$ cat src/hdl/fpga_bridge_settings.svh
`ifndef FPGA_BRIDGE_SETTINGS_SVH
`define FPGA_BRIDGE_SETTINGS_SVH

// bus and datapath widths
`define FB_ADDR_W          20
`define FB_DATA_W          32
`define FB_TCDM_ADDR_W     20
`define FB_BE_W            4
`define FB_GPIO_W          80
`define FB_NUM_PORTS       4

// register map, byte addresses on the lint bus
`define FB_CMD_BASE        20'h00000  // one word per port
`define FB_WDATA_BASE      20'h00080  // write data, result on read
`define FB_REQ_BASE        20'h00090  // request strobe, pending on read
`define FB_GPIO_OUT_BASE   20'h00040
`define FB_GPIO_OE_BASE    20'h00050
`define FB_GPIO_IN_BASE    20'h00060
`define FB_ID_ADDR         20'h01000

`define FB_ID_VALUE        32'hca11ef3a

// command word layout
`define FB_CMD_WE_BIT      31

`endif
$ cat src/hdl/fpga_bridge_pkg.sv
`default_nettype none

`include "fpga_bridge_settings.svh"

package fpga_bridge_pkg;

   // lint bus side
   typedef logic [`FB_ADDR_W-1:0]      bus_addr_t;
   typedef logic [`FB_DATA_W-1:0]      word_t;
   typedef logic [`FB_BE_W-1:0]        be_t;

   // tcdm master side
   typedef logic [`FB_TCDM_ADDR_W-1:0] tcdm_addr_t;
   typedef logic [$clog2(`FB_NUM_PORTS)-1:0] port_idx_t;

   // fpga io lines
   typedef logic [`FB_GPIO_W-1:0]      gpio_t;

   // lint access sequence
   typedef enum logic [1:0] {
      IDLE,
      ACCESS,   // write strobe, read capture
      RESPOND   // valid back to the host
   } lint_state_t;

endpackage

`default_nettype wire

$ cat src/hdl/reg_wr_if.sv
`default_nettype none

// one decoded register write, fanned out to every register block
interface reg_wr_if;

   logic                       wr_en;  // single cycle
   fpga_bridge_pkg::bus_addr_t addr;
   fpga_bridge_pkg::word_t     wdata;
   fpga_bridge_pkg::be_t       be;

   modport master (
      output wr_en,
      output addr,
      output wdata,
      output be
   );

   modport target (
      input wr_en,
      input addr,
      input wdata,
      input be
   );

endinterface

`default_nettype wire

$ cat src/hdl/fpga_bridge_top.sv
`default_nettype none

`include "fpga_bridge_settings.svh"

module fpga_bridge_top (
   input  wire                              CLK,
   input  wire                              rst,
   // lint register bus
   input  wire                              lint_req,
   input  wire                              lint_wen,
   input  wire fpga_bridge_pkg::bus_addr_t  lint_addr,
   input  wire fpga_bridge_pkg::word_t      lint_wdata,
   input  wire fpga_bridge_pkg::be_t        lint_be,
   output wire                              lint_gnt,
   output wire                              lint_valid,
   output wire fpga_bridge_pkg::word_t      lint_rdata,
   // fpga io
   output wire fpga_bridge_pkg::gpio_t      fpgaio_out,
   output wire fpga_bridge_pkg::gpio_t      fpgaio_oe,
   input  wire fpga_bridge_pkg::gpio_t      fpgaio_in,
   // tcdm masters, one entry per port
   output wire fpga_bridge_pkg::tcdm_addr_t tcdm_addr [`FB_NUM_PORTS],
   output wire [`FB_NUM_PORTS-1:0]          tcdm_we,
   output wire fpga_bridge_pkg::be_t        tcdm_be [`FB_NUM_PORTS],
   output wire fpga_bridge_pkg::word_t      tcdm_wdata [`FB_NUM_PORTS],
   output wire [`FB_NUM_PORTS-1:0]          tcdm_req,
   input  wire [`FB_NUM_PORTS-1:0]          tcdm_gnt,
   input  wire [`FB_NUM_PORTS-1:0]          tcdm_valid,
   input  wire fpga_bridge_pkg::word_t      tcdm_rdata [`FB_NUM_PORTS]
);

   reg_wr_if wr_bus ();

   wire fpga_bridge_pkg::bus_addr_t rd_addr;
   wire fpga_bridge_pkg::word_t     rd_word;
   wire fpga_bridge_pkg::word_t     cmd_word [`FB_NUM_PORTS];
   wire fpga_bridge_pkg::word_t     result [`FB_NUM_PORTS];
   wire [`FB_NUM_PORTS-1:0]         pending;

   lint_slave u_lint_slave (
      .CLK     (CLK),
      .rst     (rst),
      .req     (lint_req),
      .wen     (lint_wen),
      .addr    (lint_addr),
      .wdata   (lint_wdata),
      .be      (lint_be),
      .rd_word (rd_word),
      .gnt     (lint_gnt),
      .valid   (lint_valid),
      .rdata   (lint_rdata),
      .rd_addr (rd_addr),
      .wr      (wr_bus.master)
   );

   gpio_regs u_gpio_regs (
      .CLK      (CLK),
      .rst      (rst),
      .gpio_out (fpgaio_out),
      .gpio_oe  (fpgaio_oe),
      .wr       (wr_bus.target)
   );

   for (genvar i = 0; i < `FB_NUM_PORTS; i++) begin : g_port
      tcdm_port u_port (
         .CLK        (CLK),
         .rst        (rst),
         .port_id    (fpga_bridge_pkg::port_idx_t'(i)),  // selects its own addresses
         .tcdm_gnt   (tcdm_gnt[i]),
         .tcdm_valid (tcdm_valid[i]),
         .tcdm_rdata (tcdm_rdata[i]),
         .tcdm_addr  (tcdm_addr[i]),
         .tcdm_we    (tcdm_we[i]),
         .tcdm_be    (tcdm_be[i]),
         .tcdm_wdata (tcdm_wdata[i]),
         .tcdm_req   (tcdm_req[i]),
         .cmd_word   (cmd_word[i]),
         .result     (result[i]),
         .pending    (pending[i]),
         .wr         (wr_bus.target)
      );
   end

   read_mux u_read_mux (
      .rd_addr  (rd_addr),
      .cmd_word (cmd_word),
      .result   (result),
      .pending  (pending),
      .gpio_out (fpgaio_out),
      .gpio_oe  (fpgaio_oe),
      .gpio_in  (fpgaio_in),
      .rd_word  (rd_word)
   );

endmodule

`default_nettype wire

$ cat src/hdl/read_mux.sv
`default_nettype none

`include "fpga_bridge_settings.svh"

module read_mux (
   input  wire fpga_bridge_pkg::bus_addr_t rd_addr,
   input  wire fpga_bridge_pkg::word_t     cmd_word [`FB_NUM_PORTS],
   input  wire fpga_bridge_pkg::word_t     result [`FB_NUM_PORTS],
   input  wire [`FB_NUM_PORTS-1:0]         pending,
   input  wire fpga_bridge_pkg::gpio_t     gpio_out,
   input  wire fpga_bridge_pkg::gpio_t     gpio_oe,
   input  wire fpga_bridge_pkg::gpio_t     gpio_in,
   output fpga_bridge_pkg::word_t          rd_word
);

   // slot 2 is the 16 bit top slice, zero extended
   function automatic fpga_bridge_pkg::word_t get_word(
      input fpga_bridge_pkg::gpio_t v,
      input logic [1:0]             slot
   );
      fpga_bridge_pkg::word_t w;
      case (slot)
         2'd0:    w = v[31:0];
         2'd1:    w = v[63:32];
         2'd2:    w = fpga_bridge_pkg::word_t'(v[`FB_GPIO_W-1:64]);
         default: w = '0;
      endcase
      return w;
   endfunction

   always_comb begin
      rd_word = '0;  // unmapped
      case (rd_addr)
         `FB_GPIO_OUT_BASE:           rd_word = get_word(gpio_out, 2'd0);
         `FB_GPIO_OUT_BASE + 20'h4:   rd_word = get_word(gpio_out, 2'd1);
         `FB_GPIO_OUT_BASE + 20'h8:   rd_word = get_word(gpio_out, 2'd2);
         `FB_GPIO_OE_BASE:            rd_word = get_word(gpio_oe, 2'd0);
         `FB_GPIO_OE_BASE + 20'h4:    rd_word = get_word(gpio_oe, 2'd1);
         `FB_GPIO_OE_BASE + 20'h8:    rd_word = get_word(gpio_oe, 2'd2);
         `FB_GPIO_IN_BASE:            rd_word = get_word(gpio_in, 2'd0);
         `FB_GPIO_IN_BASE + 20'h4:    rd_word = get_word(gpio_in, 2'd1);
         `FB_GPIO_IN_BASE + 20'h8:    rd_word = get_word(gpio_in, 2'd2);
         `FB_ID_ADDR:                 rd_word = `FB_ID_VALUE;
         default: begin
            // per port windows
            for (int i = 0; i < `FB_NUM_PORTS; i++) begin
               if (rd_addr == `FB_CMD_BASE + fpga_bridge_pkg::bus_addr_t'(4 * i)) begin
                  rd_word = cmd_word[i];
               end
               if (rd_addr == `FB_WDATA_BASE + fpga_bridge_pkg::bus_addr_t'(4 * i)) begin
                  rd_word = result[i];
               end
               if (rd_addr == `FB_REQ_BASE + fpga_bridge_pkg::bus_addr_t'(4 * i)) begin
                  rd_word = fpga_bridge_pkg::word_t'(pending[i]);
               end
            end
         end
      endcase
   end

endmodule

`default_nettype wire

$ cat src/hdl/gpio_regs.sv
`default_nettype none

`include "fpga_bridge_settings.svh"

module gpio_regs (
   input  wire                    CLK,
   input  wire                    rst,
   output fpga_bridge_pkg::gpio_t gpio_out,
   output fpga_bridge_pkg::gpio_t gpio_oe,
   reg_wr_if.target               wr
);

   fpga_bridge_pkg::bus_addr_t out_off;
   fpga_bridge_pkg::bus_addr_t oe_off;
   logic                       out_hit;
   logic                       oe_hit;

   // three word slots per 80 bit register, top one only 16 bits wide
   function automatic fpga_bridge_pkg::gpio_t put_word(
      input fpga_bridge_pkg::gpio_t cur,
      input logic [1:0]             slot,
      input fpga_bridge_pkg::word_t d
   );
      fpga_bridge_pkg::gpio_t nxt;
      nxt = cur;
      case (slot)
         2'd0:    nxt[31:0]              = d;
         2'd1:    nxt[63:32]             = d;
         2'd2:    nxt[`FB_GPIO_W-1:64]   = d[`FB_GPIO_W-65:0];
         default: nxt                    = cur;
      endcase
      return nxt;
   endfunction

   assign out_off = wr.addr - `FB_GPIO_OUT_BASE;
   assign oe_off  = wr.addr - `FB_GPIO_OE_BASE;

   // word aligned, slots 0 to 2
   assign out_hit = wr.wr_en && (out_off[`FB_ADDR_W-1:4] == '0)
                    && (out_off[1:0] == 2'b00) && (out_off[3:2] != 2'b11);
   assign oe_hit  = wr.wr_en && (oe_off[`FB_ADDR_W-1:4] == '0)
                    && (oe_off[1:0] == 2'b00) && (oe_off[3:2] != 2'b11);

   always_ff @(posedge CLK) begin
      if (rst) begin
         gpio_out <= '0;
         gpio_oe  <= '0;
      end else begin
         if (out_hit) begin
            gpio_out <= put_word(gpio_out, out_off[3:2], wr.wdata);
         end
         if (oe_hit) begin
            gpio_oe <= put_word(gpio_oe, oe_off[3:2], wr.wdata);
         end
      end
   end

endmodule

`default_nettype wire

$ cat src/hdl/tcdm_port.sv
`default_nettype none

`include "fpga_bridge_settings.svh"

module tcdm_port (
   input  wire                             CLK,
   input  wire                             rst,
   input  wire fpga_bridge_pkg::port_idx_t port_id,
   input  wire                             tcdm_gnt,
   input  wire                             tcdm_valid,
   input  wire fpga_bridge_pkg::word_t     tcdm_rdata,
   output fpga_bridge_pkg::tcdm_addr_t     tcdm_addr,
   output logic                            tcdm_we,
   output fpga_bridge_pkg::be_t            tcdm_be,
   output fpga_bridge_pkg::word_t          tcdm_wdata,
   output logic                            tcdm_req,
   output fpga_bridge_pkg::word_t          cmd_word,
   output fpga_bridge_pkg::word_t          result,
   output logic                            pending,
   reg_wr_if.target                        wr
);

   fpga_bridge_pkg::bus_addr_t port_off;
   fpga_bridge_pkg::word_t     cmd_q;
   logic                       cmd_hit;
   logic                       data_hit;
   logic                       req_hit;

   assign port_off = {{(`FB_ADDR_W - 4){1'b0}}, port_id, 2'b00};  // 4 * port_id

   assign cmd_hit  = wr.wr_en && (wr.addr == `FB_CMD_BASE + port_off);
   assign data_hit = wr.wr_en && (wr.addr == `FB_WDATA_BASE + port_off);
   assign req_hit  = wr.wr_en && (wr.addr == `FB_REQ_BASE + port_off);

   always_ff @(posedge CLK) begin
      if (rst) begin
         cmd_q      <= '0;
         tcdm_be    <= '0;
         tcdm_wdata <= '0;
         tcdm_req   <= 1'b0;
         result     <= '0;
      end else begin
         // config frozen while a request is outstanding
         if (cmd_hit && !tcdm_req) begin
            cmd_q   <= wr.wdata;
            tcdm_be <= wr.be;
         end
         if (data_hit && !tcdm_req) begin
            tcdm_wdata <= wr.wdata;
         end
         if (tcdm_req) begin
            if (tcdm_gnt) begin
               tcdm_req <= 1'b0;
            end
         end else if (req_hit) begin
            tcdm_req <= 1'b1;
         end
         if (tcdm_valid) begin
            result <= tcdm_rdata;
         end
      end
   end

   assign tcdm_addr = cmd_q[`FB_TCDM_ADDR_W-1:0];
   assign tcdm_we   = cmd_q[`FB_CMD_WE_BIT];
   assign cmd_word  = cmd_q;
   assign pending   = tcdm_req;

   // request fields must hold until the slave grants
   a_req_hold: assert property (
      @(posedge CLK) disable iff (rst)
      tcdm_req && !tcdm_gnt |=> tcdm_req && $stable(tcdm_addr) && $stable(tcdm_we)
         && $stable(tcdm_be) && $stable(tcdm_wdata)
   ) else $error("tcdm port %0d changed request before grant", port_id);

endmodule

`default_nettype wire

$ cat src/hdl/lint_slave.sv
`default_nettype none

module lint_slave (
   input  wire                             CLK,
   input  wire                             rst,
   input  wire                             req,
   input  wire                             wen,      // low for write
   input  wire fpga_bridge_pkg::bus_addr_t addr,
   input  wire fpga_bridge_pkg::word_t     wdata,
   input  wire fpga_bridge_pkg::be_t       be,
   input  wire fpga_bridge_pkg::word_t     rd_word,
   output logic                            gnt,
   output logic                            valid,
   output fpga_bridge_pkg::word_t          rdata,
   output fpga_bridge_pkg::bus_addr_t      rd_addr,
   reg_wr_if.master                        wr
);

   fpga_bridge_pkg::lint_state_t state;

   // addr, wdata and be held by the host until gnt
   always_ff @(posedge CLK) begin
      if (rst) begin
         state <= fpga_bridge_pkg::IDLE;
         gnt   <= 1'b0;
         valid <= 1'b0;
         rdata <= '0;
      end else begin
         gnt   <= 1'b0;
         valid <= 1'b0;
         case (state)
            fpga_bridge_pkg::IDLE: begin
               if (req) begin
                  state <= fpga_bridge_pkg::ACCESS;
               end
            end
            fpga_bridge_pkg::ACCESS: begin
               gnt   <= 1'b1;
               state <= fpga_bridge_pkg::RESPOND;
               if (wen) begin
                  rdata <= rd_word;  // read capture
               end
            end
            fpga_bridge_pkg::RESPOND: begin
               valid <= 1'b1;
               state <= fpga_bridge_pkg::IDLE;
            end
            default: begin
               state <= fpga_bridge_pkg::IDLE;
            end
         endcase
      end
   end

   // write strobe lands on the same edge as gnt
   assign wr.wr_en = (state == fpga_bridge_pkg::ACCESS) && !wen;
   assign wr.addr  = addr;
   assign wr.wdata = wdata;
   assign wr.be    = be;

   assign rd_addr = addr;

   a_gnt_valid_excl: assert property (
      @(posedge CLK) disable iff (rst)
      !(gnt && valid)
   ) else $error("lint gnt and valid high together");

   a_valid_after_gnt: assert property (
      @(posedge CLK) disable iff (rst)
      gnt |=> valid
   ) else $error("lint valid missing after gnt");

   a_valid_needs_gnt: assert property (
      @(posedge CLK) disable iff (rst)
      valid |-> $past(gnt)
   ) else $error("lint valid without preceding gnt");

endmodule

`default_nettype wire

$ cat config.mk
export PLATFORM = sky130hd
export DESIGN_NAME = fpga_bridge_top
export DESIGN_NICKNAME = d
export VERILOG_FILES = /design/src/hdl/fpga_bridge_pkg.sv /design/src/hdl/reg_wr_if.sv /design/src/hdl/fpga_bridge_top.sv /design/src/hdl/read_mux.sv /design/src/hdl/gpio_regs.sv /design/src/hdl/tcdm_port.sv /design/src/hdl/lint_slave.sv
export VERILOG_INCLUDE_DIRS = /design/src /design/src/hdl
export SDC_FILE = /design/constraint.sdc
export NUM_CORES = 1
export LEC_CHECK = 0
export BUFFER_PORTS_ARGS = -buffer_cell sky130_fd_sc_hd__buf_2
export CAP_MARGIN = 20
export CORE_AREA = 5 5 270 272
export DETAILED_ROUTE_END_ITERATION = 8
export DIE_AREA = 0 0 275 277
export PLACE_DENSITY = 0.6
export SLEW_MARGIN = 20
export SYNTH_ARGS = -nofsm -noshare
export SYNTH_HDL_FRONTEND = slang
export SYNTH_SLANG_ARGS = --single-unit
$ cat constraint.sdc
create_clock -name CLK -period 3.4 [get_ports CLK]
set_input_delay 0.17 -clock CLK [delete_from_list [all_inputs] [get_ports CLK]]
set_output_delay 0.17 -clock CLK [all_outputs]
set_load 0.1 [all_outputs]
==> impl_metrics.toml <==
[outcome]
outcome = "finished with violations"
violations = "design-rule violations"

[worst_setup_path]
start_kind = "input pin"
slowest_stage = "or4_1"
ff2ff_setup_slack_ns = 0.54
r2r-start = "u_lint_slave.state[1]$_SDFFE_PP0P_"
reg2reg_depth = 6
cp-end-kind = "flip-flop"
required_ns = 3.95
r2r-end = "u_lint_slave.rdata[22]$_SDFFE_PP0P_"
worstPathArrival_ns = 3.67
critical_path.max_stage_delay_ns = 0.88
crit_family = "simple AND/OR/NAND/NOR gates"
crit_top_cell = "buf_4"
cp_max_fo = 8
path_cells = "buf_2, or4_1, nor3_4, buf_4, buf_4, a32oi_1, a2111o_1, a31oi_1, o31a_1, dlygate4sd3_1"
timing.critical_path.buf_inv = 4
crit_type = "input pin to flip-flop"

[timing]
tightest_slew_ns = 1.12
setup_slack_ns = 0.282
timing.final.crit_period_ns = 3.12
drv_slew = 0
finalCritPeriodShare_pct = 91.7
relSlewSlack_pct = 23.1
finClkSkew_ns = 0.0228
rsz0062_at_grt = "false"
fmax_mhz = 321
finalSetupViolCount = 0
hold_viol = 0
fin_setup_tns_ns = 0

[power]
power_mw = 16.0
leakagePower_nw = 13.9
p_per_area_mw_per_mm2 = 470
ir_drop_uv = 409

[route]
via_per_inst = 5.60
firstDrtPassIters = 9
vias = 27600
wl_per_cell_um = 26.5
post-route-drc-count = 1
ant_nets = 0
drt_iter0_drc = 3430
routed_wl_mm = 131

[global_routing]
grt_pass1_wl_mm = 185
overflow = 0
top_usage_layer = "met2"
met1_usage_pct = 43.5
met2_usage_pct = 50.4
grt_use_met3_pct = 8.58
antenna_found_initial = 25
grt_max_degree = 110
grt_pass1_vias = 25900
grtUsageTotal_pct = 32.3

[clocking]
cts_tree = "yes"
cts-buffers-inserted = 69
cts-resized-gates = 0
path_clk_slew_ns = 0.06
cts_buffer_depth = 3
hold_buffers = 172
clock-sinks = 600
clock_latency_ns = 0.62
cts_max_level = 3
post-cts-setup-buffers = 0
root_buffer = "clkbuf_16"

[die]
coreArea_mm2 = 0.0705
rows = 98
io_pins = 702
die_y_um = 277
die_x_um = 275
initial_core_util_pct = 36.7
die-area_mm2 = 0.0762

[synth]
synth-seq-cells = 600
syn_inst = 3234
synth_edf_count = 0
syn_nets = 3510
synth_cell_types = 77
synthFlopType = "dfxtp_1"
async_flop_share_pct = 0
synth_seq_area_share_pct = 46.4
yosysWarnings = 0
postSynthAreaPerCell_um2 = 8.00
synth_area_mm2 = 0.0259

[placed_design]
gp_congestion = 0.954
pre_cts_ws_ns = 0.149
placed_cell_area_mm2 = 0.0300
dp_hpwl_mm = 92.7
portBuffers = 701

[cells_and_area]
regArea_mm2 = 0.0120
utilization_pct = 48.2
final_cell_mix = "nand2_1 (892), buf_2 (700), dfxtp_1 (600)"
area_delta_synth_final_pct = 31.5
multi_input_area_mm2 = 0.0122
drive_gt1_share_pct = 24.7
final.fill_count = 6876
layout_commonest_cell = "nand2_1"
final_nets = 4198
finalInstanceArea_mm2 = 0.0340

[hold_path]
hp-start = "fpgaio_in[43]"
min_to = "u_lint_slave.rdata[11]$_SDFFE_PP0P_"
whs_path_depth = 4
hold_class = "input pin to flip-flop"

[job]
maxCapViolations = 0
routing by layer:
layer  wire [µm]  part of all wire (%)
met4        4390                   3.4
met3       14200                    11
met1       53400                    41
met5         128                 0.098
met2       58400                    45
sequential cells by signal (all words and copies together) (netlist names), 4 cells and up:
register,count
u_lint_slave.rdata,32
g_port.u_port.cmd_word,128
u_gpio_regs.gpio_oe,80
g_port.u_port.tcdm_wdata,128
g_port.u_port.pending,4
g_port.u_port.result,128
u_gpio_regs.gpio_out,80
g_port.u_port.tcdm_be,16
how the worst max path moves through the flow:
stage	startpoint	end	slack (ns)	cells past startpoint
final	lint_addr[12]	u_lint_slave.rdata[4]$_SDFFE_PP0P_	0.28	10
after global routing	lint_addr[12]	u_lint_slave.rdata[4]$_SDFFE_PP0P_	0.26	10
after CTS	lint_addr[12]	u_lint_slave.rdata[4]$_SDFFE_PP0P_	0.44	10
after detailed placement	lint_addr[12]	u_lint_slave.rdata[20]$_SDFFE_PP0P_	0.15	8
after global placement	lint_addr[12]	u_lint_slave.rdata[20]$_SDFFE_PP0P_	0.17	8
after floorplan	u_lint_slave.state[0]$_SDFFE_PP0P_	u_gpio_regs.gpio_oe[69]$_SDFFE_PP0P_	0.91	8
cells in the mapped netlist (19+ instances only):
master	number	area (µm²)
a221oi_1	26	228
buf_2	46	230
buf_4	95	713
a21oi_1	474	2370
buf_1	19	71.3
mux2i_1	134	1340
dfxtp_1	600	12000
and3_1	41	257
a22oi_1	44	330
a222oi_1	24	240
a211oi_1	26	195
nand3_1	68	340
clkbuf_1	212	796
nor3_1	39	195
nand2_1	893	3350
nor2_1	216	811
a32oi_1	33	289
logic make-up after synthesis:
| kind of cell | synth area share, % |
|---|---|
| AOI/OAI and AO/OA | 18.0 |
| xor gates and xnor gates | 0.102 |
| buffers and inverters | 7.07 |
| DFF | 46.4 |
| muxes | 5.67 |
| and+or+nand+nor | 22.7 |
power breakdown:
group	switching (mW)	total, mW	internal (mW)	leakage [nW]
registers	0.0864	7.23	7.14	4.86
clock network	3.15	7.54	4.39	1.11
logic	0.776	1.21	0.436	7.95
metrics by stage:
stage / cells / hold slack, ns
2_1_floorplan: 3234 / 0.306
4_1_cts: 4920 / 0.00108
6_report: 4935 / 0.0213
3_3_place_gp: 4629 / 0.404
5_1_grt: 4930 / 0.0320
3_5_place_dp: 4629 / 0.412
layout make-up:
type / instances / area share, %
Antenna cell: 15 / 0.110
Clock buffer: 99 / 5.83
Clock inverter: 20 / 0.813
Inverter: 2 / 0.0221
Multi-Input combinational cell: 2259 / 35.7
Sequential cell: 600 / 35.3
Tap cell: 950 / 3.50
Timing Repair Buffer: 990 / 18.7
worst reg2reg max path, stage by stage, from the launching register on:
cell           delay (ns)
dfxtp_1              0.36
nand3b_1             0.73
a31oi_1              0.61
nand3_1              0.20
nor3_1               0.21
dlygate4sd3_1        0.57
a21oi_1              0.06
No activity file was read; power rests on OpenSTA's default activity.
